## config.mk

```make
export PLATFORM = sky130hd
export DESIGN_NAME = id_stage
export DESIGN_NICKNAME = d
export VERILOG_FILES = /design/src/id_pkg.sv /design/src/id_dec_if.sv /design/src/id_decoder.sv /design/src/id_exec_ctrl.sv /design/src/id_operand_mux.sv /design/src/id_result.sv /design/src/id_stage.sv
export SDC_FILE = /design/constraint.sdc
export NUM_CORES = 1
export LEC_CHECK = 0
export ABC_AREA = 1
export BUFFER_PORTS_ARGS = -buffer_cell sky130_fd_sc_hd__buf_2
export CORE_AREA = 2 2 139 141
export CTS_CLUSTER_SIZE = 10
export DETAILED_ROUTE_END_ITERATION = 6
export DIE_AREA = 0 0 141 143
export PLACE_DENSITY = 0.53
export SYNTH_ARGS = -nofsm -noshare
export SYNTH_HDL_FRONTEND = slang
export SYNTH_SLANG_ARGS = --single-unit
```

## constraint.sdc

```tcl
create_clock -name clk_i -period 4.1 [get_ports clk_i]
set_input_delay 0 -clock clk_i [delete_from_list [all_inputs] [get_ports clk_i]]
set_output_delay 0 -clock clk_i [all_outputs]
set_load 0.02 [all_outputs]
```

## src/id_pkg.sv

```systemverilog
/*
 * Shared widths and encodings for the RV32I decode stage.
 * Every RTL file refers to these by scoped name.
 */

package id_pkg;

  // Data and register address widths
  parameter int unsigned XLEN       = 32;
  parameter int unsigned REG_ADDR_W = 5;

  //////////////////////////////
  // Major opcodes
  //////////////////////////////

  typedef enum logic [6:0] {
    OPCODE_LOAD   = 7'h03,
    OPCODE_OP_IMM = 7'h13,
    OPCODE_AUIPC  = 7'h17,
    OPCODE_STORE  = 7'h23,
    OPCODE_OP     = 7'h33,
    OPCODE_LUI    = 7'h37,
    OPCODE_BRANCH = 7'h63,
    OPCODE_JALR   = 7'h67,
    OPCODE_JAL    = 7'h6f
  } opcode_e;

  // ALU operator, arithmetic first, then branch compares
  typedef enum logic [3:0] {
    ALU_ADD, ALU_SUB, ALU_XOR, ALU_OR,
    ALU_AND, ALU_SLL, ALU_SRL, ALU_SRA,
    ALU_SLT, ALU_SLTU,
    ALU_EQ,  ALU_NE,  ALU_LT,  ALU_GE,
    ALU_LTU, ALU_GEU
  } alu_op_e;

  //////////////////////////////
  // Operand and result selects
  //////////////////////////////

  typedef enum logic [1:0] {OP_A_REG_A, OP_A_CURRPC, OP_A_ZERO} op_a_sel_e;

  typedef enum logic {OP_B_REG_B, OP_B_IMM} op_b_sel_e;

  // Immediate kind for operand B
  typedef enum logic [2:0] {
    IMM_B_I, IMM_B_S, IMM_B_B, IMM_B_U, IMM_B_J, IMM_B_INCR_PC
  } imm_b_sel_e;

  typedef enum logic {RF_WD_EX, RF_WD_LSU} rf_wd_sel_e;

  // Access size, same coding as the LSU data_type
  typedef enum logic [1:0] {
    LSU_WORD = 2'b00,
    LSU_HALF = 2'b01,
    LSU_BYTE = 2'b10
  } lsu_type_e;

  // Sequencer state
  typedef enum logic {FIRST_CYCLE, MULTI_CYCLE} id_fsm_e;

endpackage

```

## src/id_dec_if.sv

```systemverilog
/*
 * Decoded control bundle, driven by the decoder and read by the
 * sequencer, operand mux and result logic through their modports.
 */

interface id_dec_if;

  id_pkg::alu_op_e    alu_operator;
  id_pkg::op_a_sel_e  op_a_sel;
  id_pkg::op_b_sel_e  op_b_sel;
  id_pkg::imm_b_sel_e imm_b_sel;
  // Sign-extended immediates, one per format
  logic [id_pkg::XLEN-1:0] imm_i, imm_s, imm_b, imm_u, imm_j;
  logic                    rf_we;
  id_pkg::rf_wd_sel_e      rf_wd_sel;
  logic                    lsu_req, lsu_we, lsu_sign_ext;
  id_pkg::lsu_type_e       lsu_type;
  // Class flags for the sequencer
  logic                    branch, jump, illegal;

  modport decoder (
    output alu_operator, op_a_sel, op_b_sel, imm_b_sel, imm_i, imm_s, imm_b, imm_u, imm_j,
           rf_we, rf_wd_sel, lsu_req, lsu_we, lsu_type, lsu_sign_ext, branch, jump, illegal
  );
  modport exec    (input lsu_req, branch, jump, illegal);
  modport operand (input op_a_sel, op_b_sel, imm_b_sel, imm_i, imm_s, imm_b, imm_u, imm_j);
  modport result  (input rf_we, rf_wd_sel, lsu_type, lsu_sign_ext, illegal);

endinterface

```

## src/id_decoder.sv

```systemverilog
/*
 * RV32I instruction decoder. Purely combinational; branch and jump
 * control depends on whether the instruction is in its first cycle.
 */

module id_decoder #(
  parameter bit Rv32e = 1'b0
) (
  input  logic [id_pkg::XLEN-1:0]       instr_rdata_i,
  input  logic                          instr_first_cycle_i,
  output logic [id_pkg::REG_ADDR_W-1:0] rf_raddr_a_o,
  output logic [id_pkg::REG_ADDR_W-1:0] rf_raddr_b_o,
  output logic [id_pkg::REG_ADDR_W-1:0] rf_waddr_o,
  id_dec_if.decoder                     dec
);

  logic [6:0] opcode;
  logic [2:0] funct3;
  logic [6:0] funct7;
  logic       illegal_op;
  logic       rs1_used;
  logic       rs2_used;
  logic       illegal_reg;

  assign opcode = instr_rdata_i[6:0];
  assign funct3 = instr_rdata_i[14:12];
  assign funct7 = instr_rdata_i[31:25];

  // Register fields sit at fixed positions
  assign rf_raddr_a_o = instr_rdata_i[19:15];
  assign rf_raddr_b_o = instr_rdata_i[24:20];
  assign rf_waddr_o   = instr_rdata_i[11:7];

  //////////////////////////////
  // Immediates
  //////////////////////////////

  assign dec.imm_i = {{(id_pkg::XLEN-12){instr_rdata_i[31]}}, instr_rdata_i[31:20]};
  assign dec.imm_s = {{(id_pkg::XLEN-12){instr_rdata_i[31]}}, instr_rdata_i[31:25],
                      instr_rdata_i[11:7]};
  assign dec.imm_b = {{(id_pkg::XLEN-12){instr_rdata_i[31]}}, instr_rdata_i[7],
                      instr_rdata_i[30:25], instr_rdata_i[11:8], 1'b0};
  assign dec.imm_u = {instr_rdata_i[31:12], 12'b0};
  assign dec.imm_j = {{(id_pkg::XLEN-20){instr_rdata_i[31]}}, instr_rdata_i[19:12],
                      instr_rdata_i[20], instr_rdata_i[30:21], 1'b0};

  //////////////////////////////
  // Control decode
  //////////////////////////////

  always_comb begin
    dec.alu_operator = id_pkg::ALU_ADD;
    dec.op_a_sel     = id_pkg::OP_A_REG_A;
    dec.op_b_sel     = id_pkg::OP_B_IMM;
    dec.imm_b_sel    = id_pkg::IMM_B_I;
    dec.rf_we        = 1'b0;
    dec.rf_wd_sel    = id_pkg::RF_WD_EX;
    dec.lsu_req      = 1'b0;
    dec.lsu_we       = 1'b0;
    dec.lsu_type     = id_pkg::LSU_WORD;
    dec.lsu_sign_ext = 1'b0;
    dec.branch       = 1'b0;
    dec.jump         = 1'b0;
    illegal_op       = 1'b0;
    rs1_used         = 1'b0;
    rs2_used         = 1'b0;

    unique case (id_pkg::opcode_e'(opcode))
      id_pkg::OPCODE_LUI: begin
        // 0 + U-immediate
        dec.op_a_sel  = id_pkg::OP_A_ZERO;
        dec.imm_b_sel = id_pkg::IMM_B_U;
        dec.rf_we     = 1'b1;
      end
      id_pkg::OPCODE_AUIPC: begin
        dec.op_a_sel  = id_pkg::OP_A_CURRPC;
        dec.imm_b_sel = id_pkg::IMM_B_U;
        dec.rf_we     = 1'b1;
      end
      id_pkg::OPCODE_JAL, id_pkg::OPCODE_JALR: begin
        dec.jump   = 1'b1;
        dec.rf_we  = 1'b1;
        if (opcode == id_pkg::OPCODE_JALR) begin
          illegal_op = (funct3 != 3'b000);
        end
        if (instr_first_cycle_i) begin
          // Target: PC + J-imm, or rs1 + I-imm
          if (opcode == id_pkg::OPCODE_JAL) begin
            dec.op_a_sel  = id_pkg::OP_A_CURRPC;
            dec.imm_b_sel = id_pkg::IMM_B_J;
          end else begin
            rs1_used = 1'b1;
          end
        end else begin
          // Link address
          dec.op_a_sel  = id_pkg::OP_A_CURRPC;
          dec.imm_b_sel = id_pkg::IMM_B_INCR_PC;
        end
      end
      id_pkg::OPCODE_BRANCH: begin
        dec.branch = 1'b1;
        unique case (funct3)
          3'b000:  dec.alu_operator = id_pkg::ALU_EQ;
          3'b001:  dec.alu_operator = id_pkg::ALU_NE;
          3'b100:  dec.alu_operator = id_pkg::ALU_LT;
          3'b101:  dec.alu_operator = id_pkg::ALU_GE;
          3'b110:  dec.alu_operator = id_pkg::ALU_LTU;
          3'b111:  dec.alu_operator = id_pkg::ALU_GEU;
          default: illegal_op = 1'b1;
        endcase
        if (instr_first_cycle_i) begin
          // Compare rs1 against rs2
          dec.op_b_sel = id_pkg::OP_B_REG_B;
          rs1_used     = 1'b1;
          rs2_used     = 1'b1;
        end else begin
          // Taken: target is PC + B-imm
          dec.alu_operator = id_pkg::ALU_ADD;
          dec.op_a_sel     = id_pkg::OP_A_CURRPC;
          dec.imm_b_sel    = id_pkg::IMM_B_B;
        end
      end
      id_pkg::OPCODE_LOAD: begin
        dec.lsu_req      = 1'b1;
        dec.rf_we        = 1'b1;
        dec.rf_wd_sel    = id_pkg::RF_WD_LSU;
        dec.lsu_sign_ext = ~funct3[2];
        rs1_used         = 1'b1;
        unique case (funct3)
          3'b000, 3'b100: dec.lsu_type = id_pkg::LSU_BYTE;
          3'b001, 3'b101: dec.lsu_type = id_pkg::LSU_HALF;
          3'b010:         dec.lsu_type = id_pkg::LSU_WORD;
          default:        illegal_op = 1'b1;
        endcase
      end
      id_pkg::OPCODE_STORE: begin
        dec.lsu_req   = 1'b1;
        dec.lsu_we    = 1'b1;
        dec.imm_b_sel = id_pkg::IMM_B_S;
        rs1_used      = 1'b1;
        rs2_used      = 1'b1;
        unique case (funct3)
          3'b000:  dec.lsu_type = id_pkg::LSU_BYTE;
          3'b001:  dec.lsu_type = id_pkg::LSU_HALF;
          3'b010:  dec.lsu_type = id_pkg::LSU_WORD;
          default: illegal_op = 1'b1;
        endcase
      end
      id_pkg::OPCODE_OP_IMM, id_pkg::OPCODE_OP: begin
        dec.rf_we = 1'b1;
        rs1_used  = 1'b1;
        if (opcode == id_pkg::OPCODE_OP) begin
          dec.op_b_sel = id_pkg::OP_B_REG_B;
          rs2_used     = 1'b1;
        end
        unique case (funct3)
          3'b000: begin
            // SUB only exists in register form
            if (opcode == id_pkg::OPCODE_OP && funct7 == 7'b0100000) begin
              dec.alu_operator = id_pkg::ALU_SUB;
            end else begin
              illegal_op = (opcode == id_pkg::OPCODE_OP) && (funct7 != 7'b0);
            end
          end
          3'b001: begin
            dec.alu_operator = id_pkg::ALU_SLL;
            illegal_op       = (funct7 != 7'b0);
          end
          3'b010: dec.alu_operator = id_pkg::ALU_SLT;
          3'b011: dec.alu_operator = id_pkg::ALU_SLTU;
          3'b100: dec.alu_operator = id_pkg::ALU_XOR;
          3'b101: begin
            dec.alu_operator = funct7[5] ? id_pkg::ALU_SRA : id_pkg::ALU_SRL;
            illegal_op       = ({funct7[6], funct7[4:0]} != 6'b0);
          end
          3'b110: dec.alu_operator = id_pkg::ALU_OR;
          default: dec.alu_operator = id_pkg::ALU_AND;
        endcase
        // Remaining funct7 bits must be clear in register form
        if (opcode == id_pkg::OPCODE_OP && funct3 inside {3'b010, 3'b011, 3'b100,
                                                          3'b110, 3'b111}) begin
          illegal_op = (funct7 != 7'b0);
        end
      end
      default: illegal_op = 1'b1;
    endcase
  end

  // RV32E has x0..x15 only
  assign illegal_reg = Rv32e & ((rs1_used & rf_raddr_a_o[4]) | (rs2_used & rf_raddr_b_o[4]) |
                                (dec.rf_we & rf_waddr_o[4]));
  assign dec.illegal = illegal_op | illegal_reg;

endmodule

```

## src/id_exec_ctrl.sv

```systemverilog
/*
 * Two-state sequencer of the decode stage. Derives stalls, done, the
 * single LSU request and the PC-set pulse for branches and jumps.
 */

module id_exec_ctrl (
  input  logic   clk_i,
  input  logic   rst_ni,
  input  logic   instr_valid_i,
  input  logic   branch_decision_i,
  input  logic   lsu_resp_valid_i,
  id_dec_if.exec dec,
  output logic   instr_first_cycle_o,
  output logic   instr_done_o,
  output logic   id_in_ready_o,
  output logic   lsu_req_o,
  output logic   pc_set_o
);

  id_pkg::id_fsm_e state_q, state_d;

  logic lsu_insn;
  logic branch_insn;
  logic jump_insn;
  logic stall_mem;
  logic stall_branch;
  logic stall_jump;
  logic pc_set;

  // Illegal instructions behave as plain single-cycle ops
  assign lsu_insn    = dec.lsu_req & ~dec.illegal;
  assign branch_insn = dec.branch & ~dec.illegal;
  assign jump_insn   = dec.jump & ~dec.illegal;

  //////////////////////////////
  // Next state and stalls
  //////////////////////////////

  always_comb begin
    state_d      = state_q;
    stall_mem    = 1'b0;
    stall_branch = 1'b0;
    stall_jump   = 1'b0;
    pc_set       = 1'b0;

    if (instr_valid_i) begin
      unique case (state_q)
        id_pkg::FIRST_CYCLE: begin
          if (lsu_insn) begin
            // Response never counts in the request cycle
            state_d   = id_pkg::MULTI_CYCLE;
            stall_mem = 1'b1;
          end else if (branch_insn && branch_decision_i) begin
            state_d      = id_pkg::MULTI_CYCLE;
            stall_branch = 1'b1;
          end else if (jump_insn) begin
            // Target already on the ALU
            state_d    = id_pkg::MULTI_CYCLE;
            stall_jump = 1'b1;
            pc_set     = 1'b1;
          end
        end
        id_pkg::MULTI_CYCLE: begin
          if (lsu_insn && !lsu_resp_valid_i) begin
            stall_mem = 1'b1;
          end else begin
            state_d = id_pkg::FIRST_CYCLE;
            // Taken branch target shows up now
            pc_set  = branch_insn;
          end
        end
        default: state_d = id_pkg::FIRST_CYCLE;
      endcase
    end
  end

  always_ff @(posedge clk_i or negedge rst_ni) begin
    if (!rst_ni) begin
      state_q <= id_pkg::FIRST_CYCLE;
    end else if (instr_valid_i) begin
      state_q <= state_d;
    end
  end

  //////////////////////////////
  // Outputs
  //////////////////////////////

  assign instr_first_cycle_o = instr_valid_i & (state_q == id_pkg::FIRST_CYCLE);
  assign instr_done_o        = instr_valid_i & ~(stall_mem | stall_branch | stall_jump);
  // Ready for the next word once done, or when idle
  assign id_in_ready_o       = instr_done_o | ~instr_valid_i;
  assign lsu_req_o           = instr_first_cycle_o & lsu_insn;
  assign pc_set_o            = pc_set;

endmodule

```

## src/id_operand_mux.sv

```systemverilog
/*
 * ALU operand selection from register data, PC and immediates.
 */

module id_operand_mux (
  input  logic [id_pkg::XLEN-1:0] pc_id_i,
  input  logic [id_pkg::XLEN-1:0] rf_rdata_a_i,
  input  logic [id_pkg::XLEN-1:0] rf_rdata_b_i,
  id_dec_if.operand               dec,
  output logic [id_pkg::XLEN-1:0] alu_operand_a_o,
  output logic [id_pkg::XLEN-1:0] alu_operand_b_o
);

  logic [id_pkg::XLEN-1:0] imm_b;

  // Operand A
  always_comb begin
    unique case (dec.op_a_sel)
      id_pkg::OP_A_REG_A:  alu_operand_a_o = rf_rdata_a_i;
      id_pkg::OP_A_CURRPC: alu_operand_a_o = pc_id_i;
      default:             alu_operand_a_o = '0;
    endcase
  end

  // Immediate by format, increment is always 4
  always_comb begin
    unique case (dec.imm_b_sel)
      id_pkg::IMM_B_I: imm_b = dec.imm_i;
      id_pkg::IMM_B_S: imm_b = dec.imm_s;
      id_pkg::IMM_B_B: imm_b = dec.imm_b;
      id_pkg::IMM_B_U: imm_b = dec.imm_u;
      id_pkg::IMM_B_J: imm_b = dec.imm_j;
      default:         imm_b = id_pkg::XLEN'(4);
    endcase
  end

  // Operand B
  assign alu_operand_b_o = (dec.op_b_sel == id_pkg::OP_B_IMM) ? imm_b : rf_rdata_b_i;

endmodule

```

## src/id_result.sv

```systemverilog
/*
 * Register write enable and write data. Load data arrives
 * right-aligned and is extended here by size and sign.
 */

module id_result (
  input  logic                    instr_done_i,
  input  logic [id_pkg::XLEN-1:0] result_ex_i,
  input  logic [id_pkg::XLEN-1:0] lsu_rdata_i,
  id_dec_if.result                dec,
  output logic                    rf_we_o,
  output logic [id_pkg::XLEN-1:0] rf_wdata_o
);

  logic [id_pkg::XLEN-1:0] load_data;

  // Write only once, in the done cycle
  assign rf_we_o = instr_done_i & dec.rf_we & ~dec.illegal;

  // Byte and half extension
  always_comb begin
    unique case (dec.lsu_type)
      id_pkg::LSU_BYTE: begin
        load_data = {{(id_pkg::XLEN-8){dec.lsu_sign_ext & lsu_rdata_i[7]}}, lsu_rdata_i[7:0]};
      end
      id_pkg::LSU_HALF: begin
        load_data = {{(id_pkg::XLEN-16){dec.lsu_sign_ext & lsu_rdata_i[15]}},
                     lsu_rdata_i[15:0]};
      end
      default: load_data = lsu_rdata_i;
    endcase
  end

  assign rf_wdata_o = (dec.rf_wd_sel == id_pkg::RF_WD_LSU) ? load_data : result_ex_i;

endmodule

```

## src/id_stage.sv

```systemverilog
/*
 * Decode stage top level for an RV32I core without writeback stage.
 * ALU, LSU and register file are external; this block only connects.
 */

module id_stage #(
  parameter bit Rv32e = 1'b0
) (
  input  logic                          clk_i,
  input  logic                          rst_ni,
  // Fetch side
  input  logic                          instr_valid_i,
  input  logic [id_pkg::XLEN-1:0]       instr_rdata_i,
  input  logic [id_pkg::XLEN-1:0]       pc_id_i,
  output logic                          id_in_ready_o,
  output logic                          instr_done_o,
  output logic                          illegal_insn_o,
  output logic                          pc_set_o,
  // Register file
  input  logic [id_pkg::XLEN-1:0]       rf_rdata_a_i,
  input  logic [id_pkg::XLEN-1:0]       rf_rdata_b_i,
  output logic [id_pkg::REG_ADDR_W-1:0] rf_raddr_a_o,
  output logic [id_pkg::REG_ADDR_W-1:0] rf_raddr_b_o,
  output logic [id_pkg::REG_ADDR_W-1:0] rf_waddr_o,
  output logic                          rf_we_o,
  output logic [id_pkg::XLEN-1:0]       rf_wdata_o,
  // ALU
  input  logic                          branch_decision_i,
  input  logic [id_pkg::XLEN-1:0]       result_ex_i,
  output id_pkg::alu_op_e               alu_operator_o,
  output logic [id_pkg::XLEN-1:0]       alu_operand_a_o,
  output logic [id_pkg::XLEN-1:0]       alu_operand_b_o,
  // LSU
  input  logic                          lsu_resp_valid_i,
  input  logic [id_pkg::XLEN-1:0]       lsu_rdata_i,
  output logic                          lsu_req_o,
  output logic                          lsu_we_o,
  output id_pkg::lsu_type_e             lsu_type_o,
  output logic                          lsu_sign_ext_o,
  output logic [id_pkg::XLEN-1:0]       lsu_wdata_o
);

  logic instr_first_cycle;

  id_dec_if dec_if ();

  id_decoder #(
    .Rv32e (Rv32e)
  ) decoder_i (
    .instr_rdata_i       (instr_rdata_i),
    .instr_first_cycle_i (instr_first_cycle),
    .rf_raddr_a_o        (rf_raddr_a_o),
    .rf_raddr_b_o        (rf_raddr_b_o),
    .rf_waddr_o          (rf_waddr_o),
    .dec                 (dec_if)
  );

  id_exec_ctrl exec_ctrl_i (
    .clk_i               (clk_i),
    .rst_ni              (rst_ni),
    .instr_valid_i       (instr_valid_i),
    .branch_decision_i   (branch_decision_i),
    .lsu_resp_valid_i    (lsu_resp_valid_i),
    .dec                 (dec_if),
    .instr_first_cycle_o (instr_first_cycle),
    .instr_done_o        (instr_done_o),
    .id_in_ready_o       (id_in_ready_o),
    .lsu_req_o           (lsu_req_o),
    .pc_set_o            (pc_set_o)
  );

  id_operand_mux operand_mux_i (
    .pc_id_i         (pc_id_i),
    .rf_rdata_a_i    (rf_rdata_a_i),
    .rf_rdata_b_i    (rf_rdata_b_i),
    .dec             (dec_if),
    .alu_operand_a_o (alu_operand_a_o),
    .alu_operand_b_o (alu_operand_b_o)
  );

  id_result result_i (
    .instr_done_i (instr_done_o),
    .result_ex_i  (result_ex_i),
    .lsu_rdata_i  (lsu_rdata_i),
    .dec          (dec_if),
    .rf_we_o      (rf_we_o),
    .rf_wdata_o   (rf_wdata_o)
  );

  // Decoded attributes straight out
  assign illegal_insn_o = instr_valid_i & dec_if.illegal;
  assign alu_operator_o = dec_if.alu_operator;
  assign lsu_we_o       = dec_if.lsu_we;
  assign lsu_type_o     = dec_if.lsu_type;
  assign lsu_sign_ext_o = dec_if.lsu_sign_ext;
  // Store data is rs2
  assign lsu_wdata_o    = rf_rdata_b_i;

endmodule

```

# --- Word-level counts from Yosys, hierarchy flattened ---
# Cells that the tools add are included.
classes:
  n_eq_ne: 24
  bitwise_logic: 19
  reduce_logical: 23
  mux: 59
op_table:
  columns: ["operator", "n"]
  rows:
  - ["$pmux W32 S5", 1]
  - ["$pmux W32 S2", 2]
  - ["$mux W32", 2]
  - ["$mux W1", 36]
  - ["$eq A7 B6 Y1 const B", 4]
  - ["$pmux W4 S7", 1]
  - ["$pmux W4 S6", 1]
  - ["$eq A7 B7 Y1 const B", 3]
  - ["$eq A3 B3 Y1 const B", 5]
  - ["$eq A7 B5 Y1 const B", 2]
  - ["$eq A3 B2 Y1 const B", 4]
  - ["$pmux W2 S2", 3]
  - ["$pmux W3 S4", 1]
  - ["$reduce_or A2 Y1", 6]
  - ["$and A1 B1 Y1", 11]
  - ["$pmux W1 S2", 4]
  - ["$pmux W2 S4", 1]
  - ["$pmux W4 S2", 1]
  - ["$eq A7 B2 Y1 const B", 1]
  - ["$reduce_bool A7 Y1", 1]
  - ["$reduce_or A7 Y1", 1]
  - ["$eq A3 B1 Y1 const B", 2]
  - ["$logic_not A3 Y1", 2]
  - ["$mux W3", 2]
  - ["17 further kinds", 28]
totals:
  register_bits: 1
  output_inout_bits: 157
  word_cells: 126
  in_bits: 197

# --- Longest topological paths before layout ---
logic_depth:
  word_depth: 19
  mapped_depth: 16
  depth_no_buf: 15

# --- By module ---
# A second synthesis with hierarchy kept.
hier_totals:
  cells_unflattened: 1048
  area_unflattened_um2: 5457.7
by_module_without_submodules:
  columns: ["module", "seq_area_each_um2", "cells_per_inst", "area_each_um2", "instances"]
  rows:
  - ["id_operand_mux", 0.0, 541, 2536.2, 1]
  - ["id_decoder", 0.0, 278, 1779.2, 1]
  - ["id_result", 0.0, 172, 762.0, 1]
  - ["id_stage", 0.0, 34, 247.7, 1]
  - ["id_exec_ctrl", 25.0, 23, 132.6, 1]

# --- Least setup slack after synthesis ---
# OpenSTA, ideal clock, no wires.
synth_path:
  path_kind: "input-to-output"
  start: "input port instr_rdata_i[3] (netlist bit)"
  end: "output port rf_wdata_o[21] (netlist bit)"
  required_time_ps: 4100
  cell_stages: 15
  setup_slack_ps: 1688
  path_buffers: 2
  t_arrival_ps: 2412
  cell_sequence: "inv_1 nand2_1 nor2_4 nand2_1 o21ai_0 inv_1 nor2_1 ha_1 clkbuf_1 nor2_1 nand3_2 o21ai_2 nand2_1 buf_2 nand3_1"
synth_between:
  elab_chain_cells: 5
  elab_cells_between_ends: 11
  classes_between: "4 x eq/ne; 5 x mux; 2 x bitwise"
synth_rtl:
  columns: ["item", "line_no", "source"]
  rows:
  - ["start, declared", "id_stage.sv:13", "input logic [id_pkg::XLEN-1:0] instr_rdata_i,"]
  - ["$eq A7 B6 Y1 or $eq A7 B2 Y1 (tied branches)", "id_decoder.sv:68", "unique case (id_pkg::opcode_e'(opcode))"]
  - ["$pmux W2 S2 *", "id_decoder.sv:68", null]
  - ["via lsu_type_o[0]", "id_stage.sv:38", "output id_pkg::lsu_type_e lsu_type_o,"]
  - ["$eq A2 B1 Y1 or $eq A2 B2 Y1 (tied branches)", "id_result.sv:22", "unique case (dec.lsu_type)"]
  - ["$pmux W32 S2 *", "id_result.sv:22", null]
  - ["$mux W32 *", "id_result.sv:34", "assign rf_wdata_o = (dec.rf_wd_sel == id_pkg::RF_WD_LSU) ? load_data : result_ex_i;"]
  - ["end, declared", "id_stage.sv:26", "output logic [id_pkg::XLEN-1:0] rf_wdata_o,"]
# Mark *: on every way through the listed nets, which the timed path passes. The rest lies on a longest branch.

# --- Worst setup path after layout ---
layout_path:
  start: "input port instr_rdata_i[3] (netlist bit)"
  end: "output port rf_wdata_o[22] (netlist bit)"
layout_between:
  elab_chain_cells: 5
  elab_cells_between_ends: 11
  classes_between: "4 x eq/ne; 5 x mux; 2 x bitwise"
layout_rtl:
  columns: ["item", "line_no"]
  rows:
  - ["$eq A7 B6 Y1 or $eq A7 B2 Y1 (tied branches)", "id_decoder.sv:68"]
  - ["$pmux W2 S2 or $mux W1 (tied branches)", "id_decoder.sv:68"]
  - ["$eq A2 B1 Y1 (tied with other cells)", "id_result.sv:22"]
  - ["$pmux W32 S2", "id_result.sv:22"]
  - ["$mux W32 *", "id_result.sv:34"]
# Every way passes the cells marked *; elsewhere a longest branch is shown, timed or not.

==> flow_summary.toml <==
[status]
status = "finished clean"

[finish]
regArea_um2 = 25.0
area_growth_pct = 59.6
drive_above_1_share = 0.469
multiInputGateArea_um2 = 1920
num_antenna_cells = 0
final_nets = 1036
fin_area_um2 = 4340
fill_cells = 2198
final_core_util = 0.234
largest_reg_flops = 1
top_register = "exec_ctrl_i.state_q"
largestRegisters = "exec_ctrl_i.state_q: 1 flops"

[timing]
setup_viol = 0
worst_pin_slew_ps = 906
final_max_slew_viol_count = 0
max_freq_mhz = 349
layout_setup_ws_ps = 1240
grt_setup_unrepaired = "no"
fin_tns_setup_ps = 0
finalHoldViolations = 0
fin_crit_ps = 2860
fin_skew_ps = 0
final.period_utilization = 0.699
maxSlewHeadroom = 0.394
fin_hold_ws_ps = 232

[critical_path]
critPathMaxFanout = 34
worstPathRequired_ps = 4100
endpoint_kind = "output pin"
path_class = "input port to output pin"
crit_arrival_ps = 2860
critPathMaxStageDelay_ps = 470
critPathSlowestCell = "ha_1"
crit_chain = "buf_2 -> inv_1 -> nand2_1 -> nor2_4 -> nand2_2 -> buf_4 -> o21ai_0 -> inv_1 -> nor2_1 -> ha_1 -> nor2_1 -> nand3_2 -> o21ai_2 -> nand2_1 -> nand3_1 -> buf_2"
cp-start-kind = "input port"

[clock_tree]
clock_latency_ps = 0
post-cts-setup-buffers = 0

[power_and_ir_drop]
irDropWorstVdd_v = 0.0000334
p_leak_nw = 2.75
powerDensity_nw_per_um2 = 102

[routing]
viasPerCell = 4.25
wl_per_cell_um = 13.9
ant_nets = 0
vias = 4547
drtIter0Drc = 218
wl_um = 14900
drc = 0
drt_first_pass_iters = 5

[floorplanning]
die_x_um = 141
start_util = 0.146
die_y_um = 143
io-pin-count = 354
num_rows = 50
die_area_um2 = 20200
fp.coreArea_um2 = 18600

[grt]
overflow = 0
grt.met3_usage = 0.0178
met2_usage = 0.266
grt_use_total = 0.134
grtUsageMet1 = 0.160
grt_pass1_vias = 4178
top_usage_layer = "met2"
antenna_found_initial = 0
grt_first_pass_wirelength_um = 21500
grt_max_degree = 36

[placed_design]
dp.final_hpwl_um = 12900
dpl_cell_area_um2 = 4330
globalplace.congestion = 0.829
portBuffers = 353
preCtsSetupSlack_ps = 1230

[synthesis]
synth_seq_cells = 1
syn_nets = 750
synth_cell_types = 31
ys_seq_area_frac = 0.00920
ys_warn_count = 0
netlist_instances = 551
avgSynthCellArea_um2 = 4.93
synth_area_um2 = 2720

[job]
maxCapViolations = 0

[min_path]
min_path_type = "input port to output pin"
synthesized netlist by cell type:
cell type,n,area (um^2)
nand2_1,186,698
inv_1,73,274
nand3_1,63,315
buf_4,49,368
o21ai_0,41,205
nor2_1,35,131
clkbuf_1,15,56.3
nand4_1,12,75.1
o21ai_2,12,105
buf_2,8,40.0
nand2_2,8,50.1
a32o_1,6,60.1
inv_2,5,18.8
a21oi_1,4,20.0
nor2_4,4,45.0
o211ai_1,4,30.0
o21ai_1,4,20.0
o22ai_1,3,18.8
a22oi_1,2,15.0
buf_6,2,22.5
ha_1,2,25.0
nand3_2,2,20.0
nor2_2,2,12.5
nor3_1,2,10.0
a211oi_2,1,12.5
a221oi_1,1,8.76
dfrtp_1,1,25.0
nand4_2,1,12.5
nor4_1,1,6.26
o32ai_1,1,8.76
o41ai_1,1,8.76
final cells by class:
cell class              instances  share of cell area
inverters                      78              0.0675
multi-input cells             398               0.443
flip-flops and latches          1             0.00577
well taps                     234              0.0675
repair buffers                358               0.416
cell families (layout without fill, tap and decap cells):
kind of cell | after synthesis | after routing | synth area share
adder cells (fa/ha/maj) | 2 | 2 | 0.00920
flip-flops | 1 | 1 | 0.00920
AO/OA/AOI/OAI | 80 | 80 | 0.189
buffers and inverters | 152 | 436 | 0.287
AND/OR/NAND/NOR | 316 | 316 | 0.506
timing repair:
action,in CTS,in global routing
hold buffers,1,0
gates resized for setup,0,0
endpoints found under the hold margin,1,0
path summary, 6_finish.rpt:
kind / start / end / slack (ps) / cells past startpoint
min in group asynchronous: rst_ni / exec_ctrl_i.state_q / 340 / 2
max reg2reg: exec_ctrl_i.state_q / exec_ctrl_i.state_q / 3310 / 3
min reg2reg: exec_ctrl_i.state_q / exec_ctrl_i.state_q / 590 / 2
min: instr_rdata_i[24] / rf_raddr_b_o[4] / 230 / 2
max: instr_rdata_i[3] / rf_wdata_o[22] / 1240 / 16
max in group asynchronous: rst_ni / exec_ctrl_i.state_q / 3670 / 2
routing by layer:
metal	wire (um)	share of wire	vias up
met2	7870	0.53	235
met3	1060	0.071	8
met5	0	0	-
met4	57	0.0038	0
met1	5910	0.40	2024
li1	-	-	2280
cells in the final DEF (no fill, tap or decap), drive strengths merged, types with 4 or more instances in the layout:
cell	synthesis	final
o211ai	4	4
inv	78	78
o21ai	57	57
nand3	65	65
buf	59	357
nor2	41	41
a21oi	4	4
nand4	13	13
a32o	6	6
nand2	194	194
report_power, final:
| part | switching (W) | total (W) | internal [W] |
|---|---|---|---|
| registers | 0.0000000496 | 0.0000101 | 0.0000101 |
| logic | 0.000266 | 0.000433 | 0.000168 |
| clock network | 0 | 0 | 0 |
through the flow:
| stage | std cells | power, W |
|---|---|---|
| 3_5_place_dp | 1068 | 0.000446 |
| 4_1_cts | 1069 | 0.000449 |
| 5_1_grt | 1069 | 0.000484 |
| 6_report | 1069 | 0.000443 |
| 2_1_floorplan | 551 | 0.000265 |
| 3_3_place_gp | 1068 | 0.000446 |
worst max-delay path, delay by kind of cell:
kind | cells | cell delay (ps)
AO/OA/AOI/OAI | 2 | 300
adder cells (fa/ha/maj) | 1 | 470
buffers and inverters | 5 | 680
AND/OR/NAND/NOR | 8 | 1410
No activity file was read; power rests on OpenSTA's default activity.
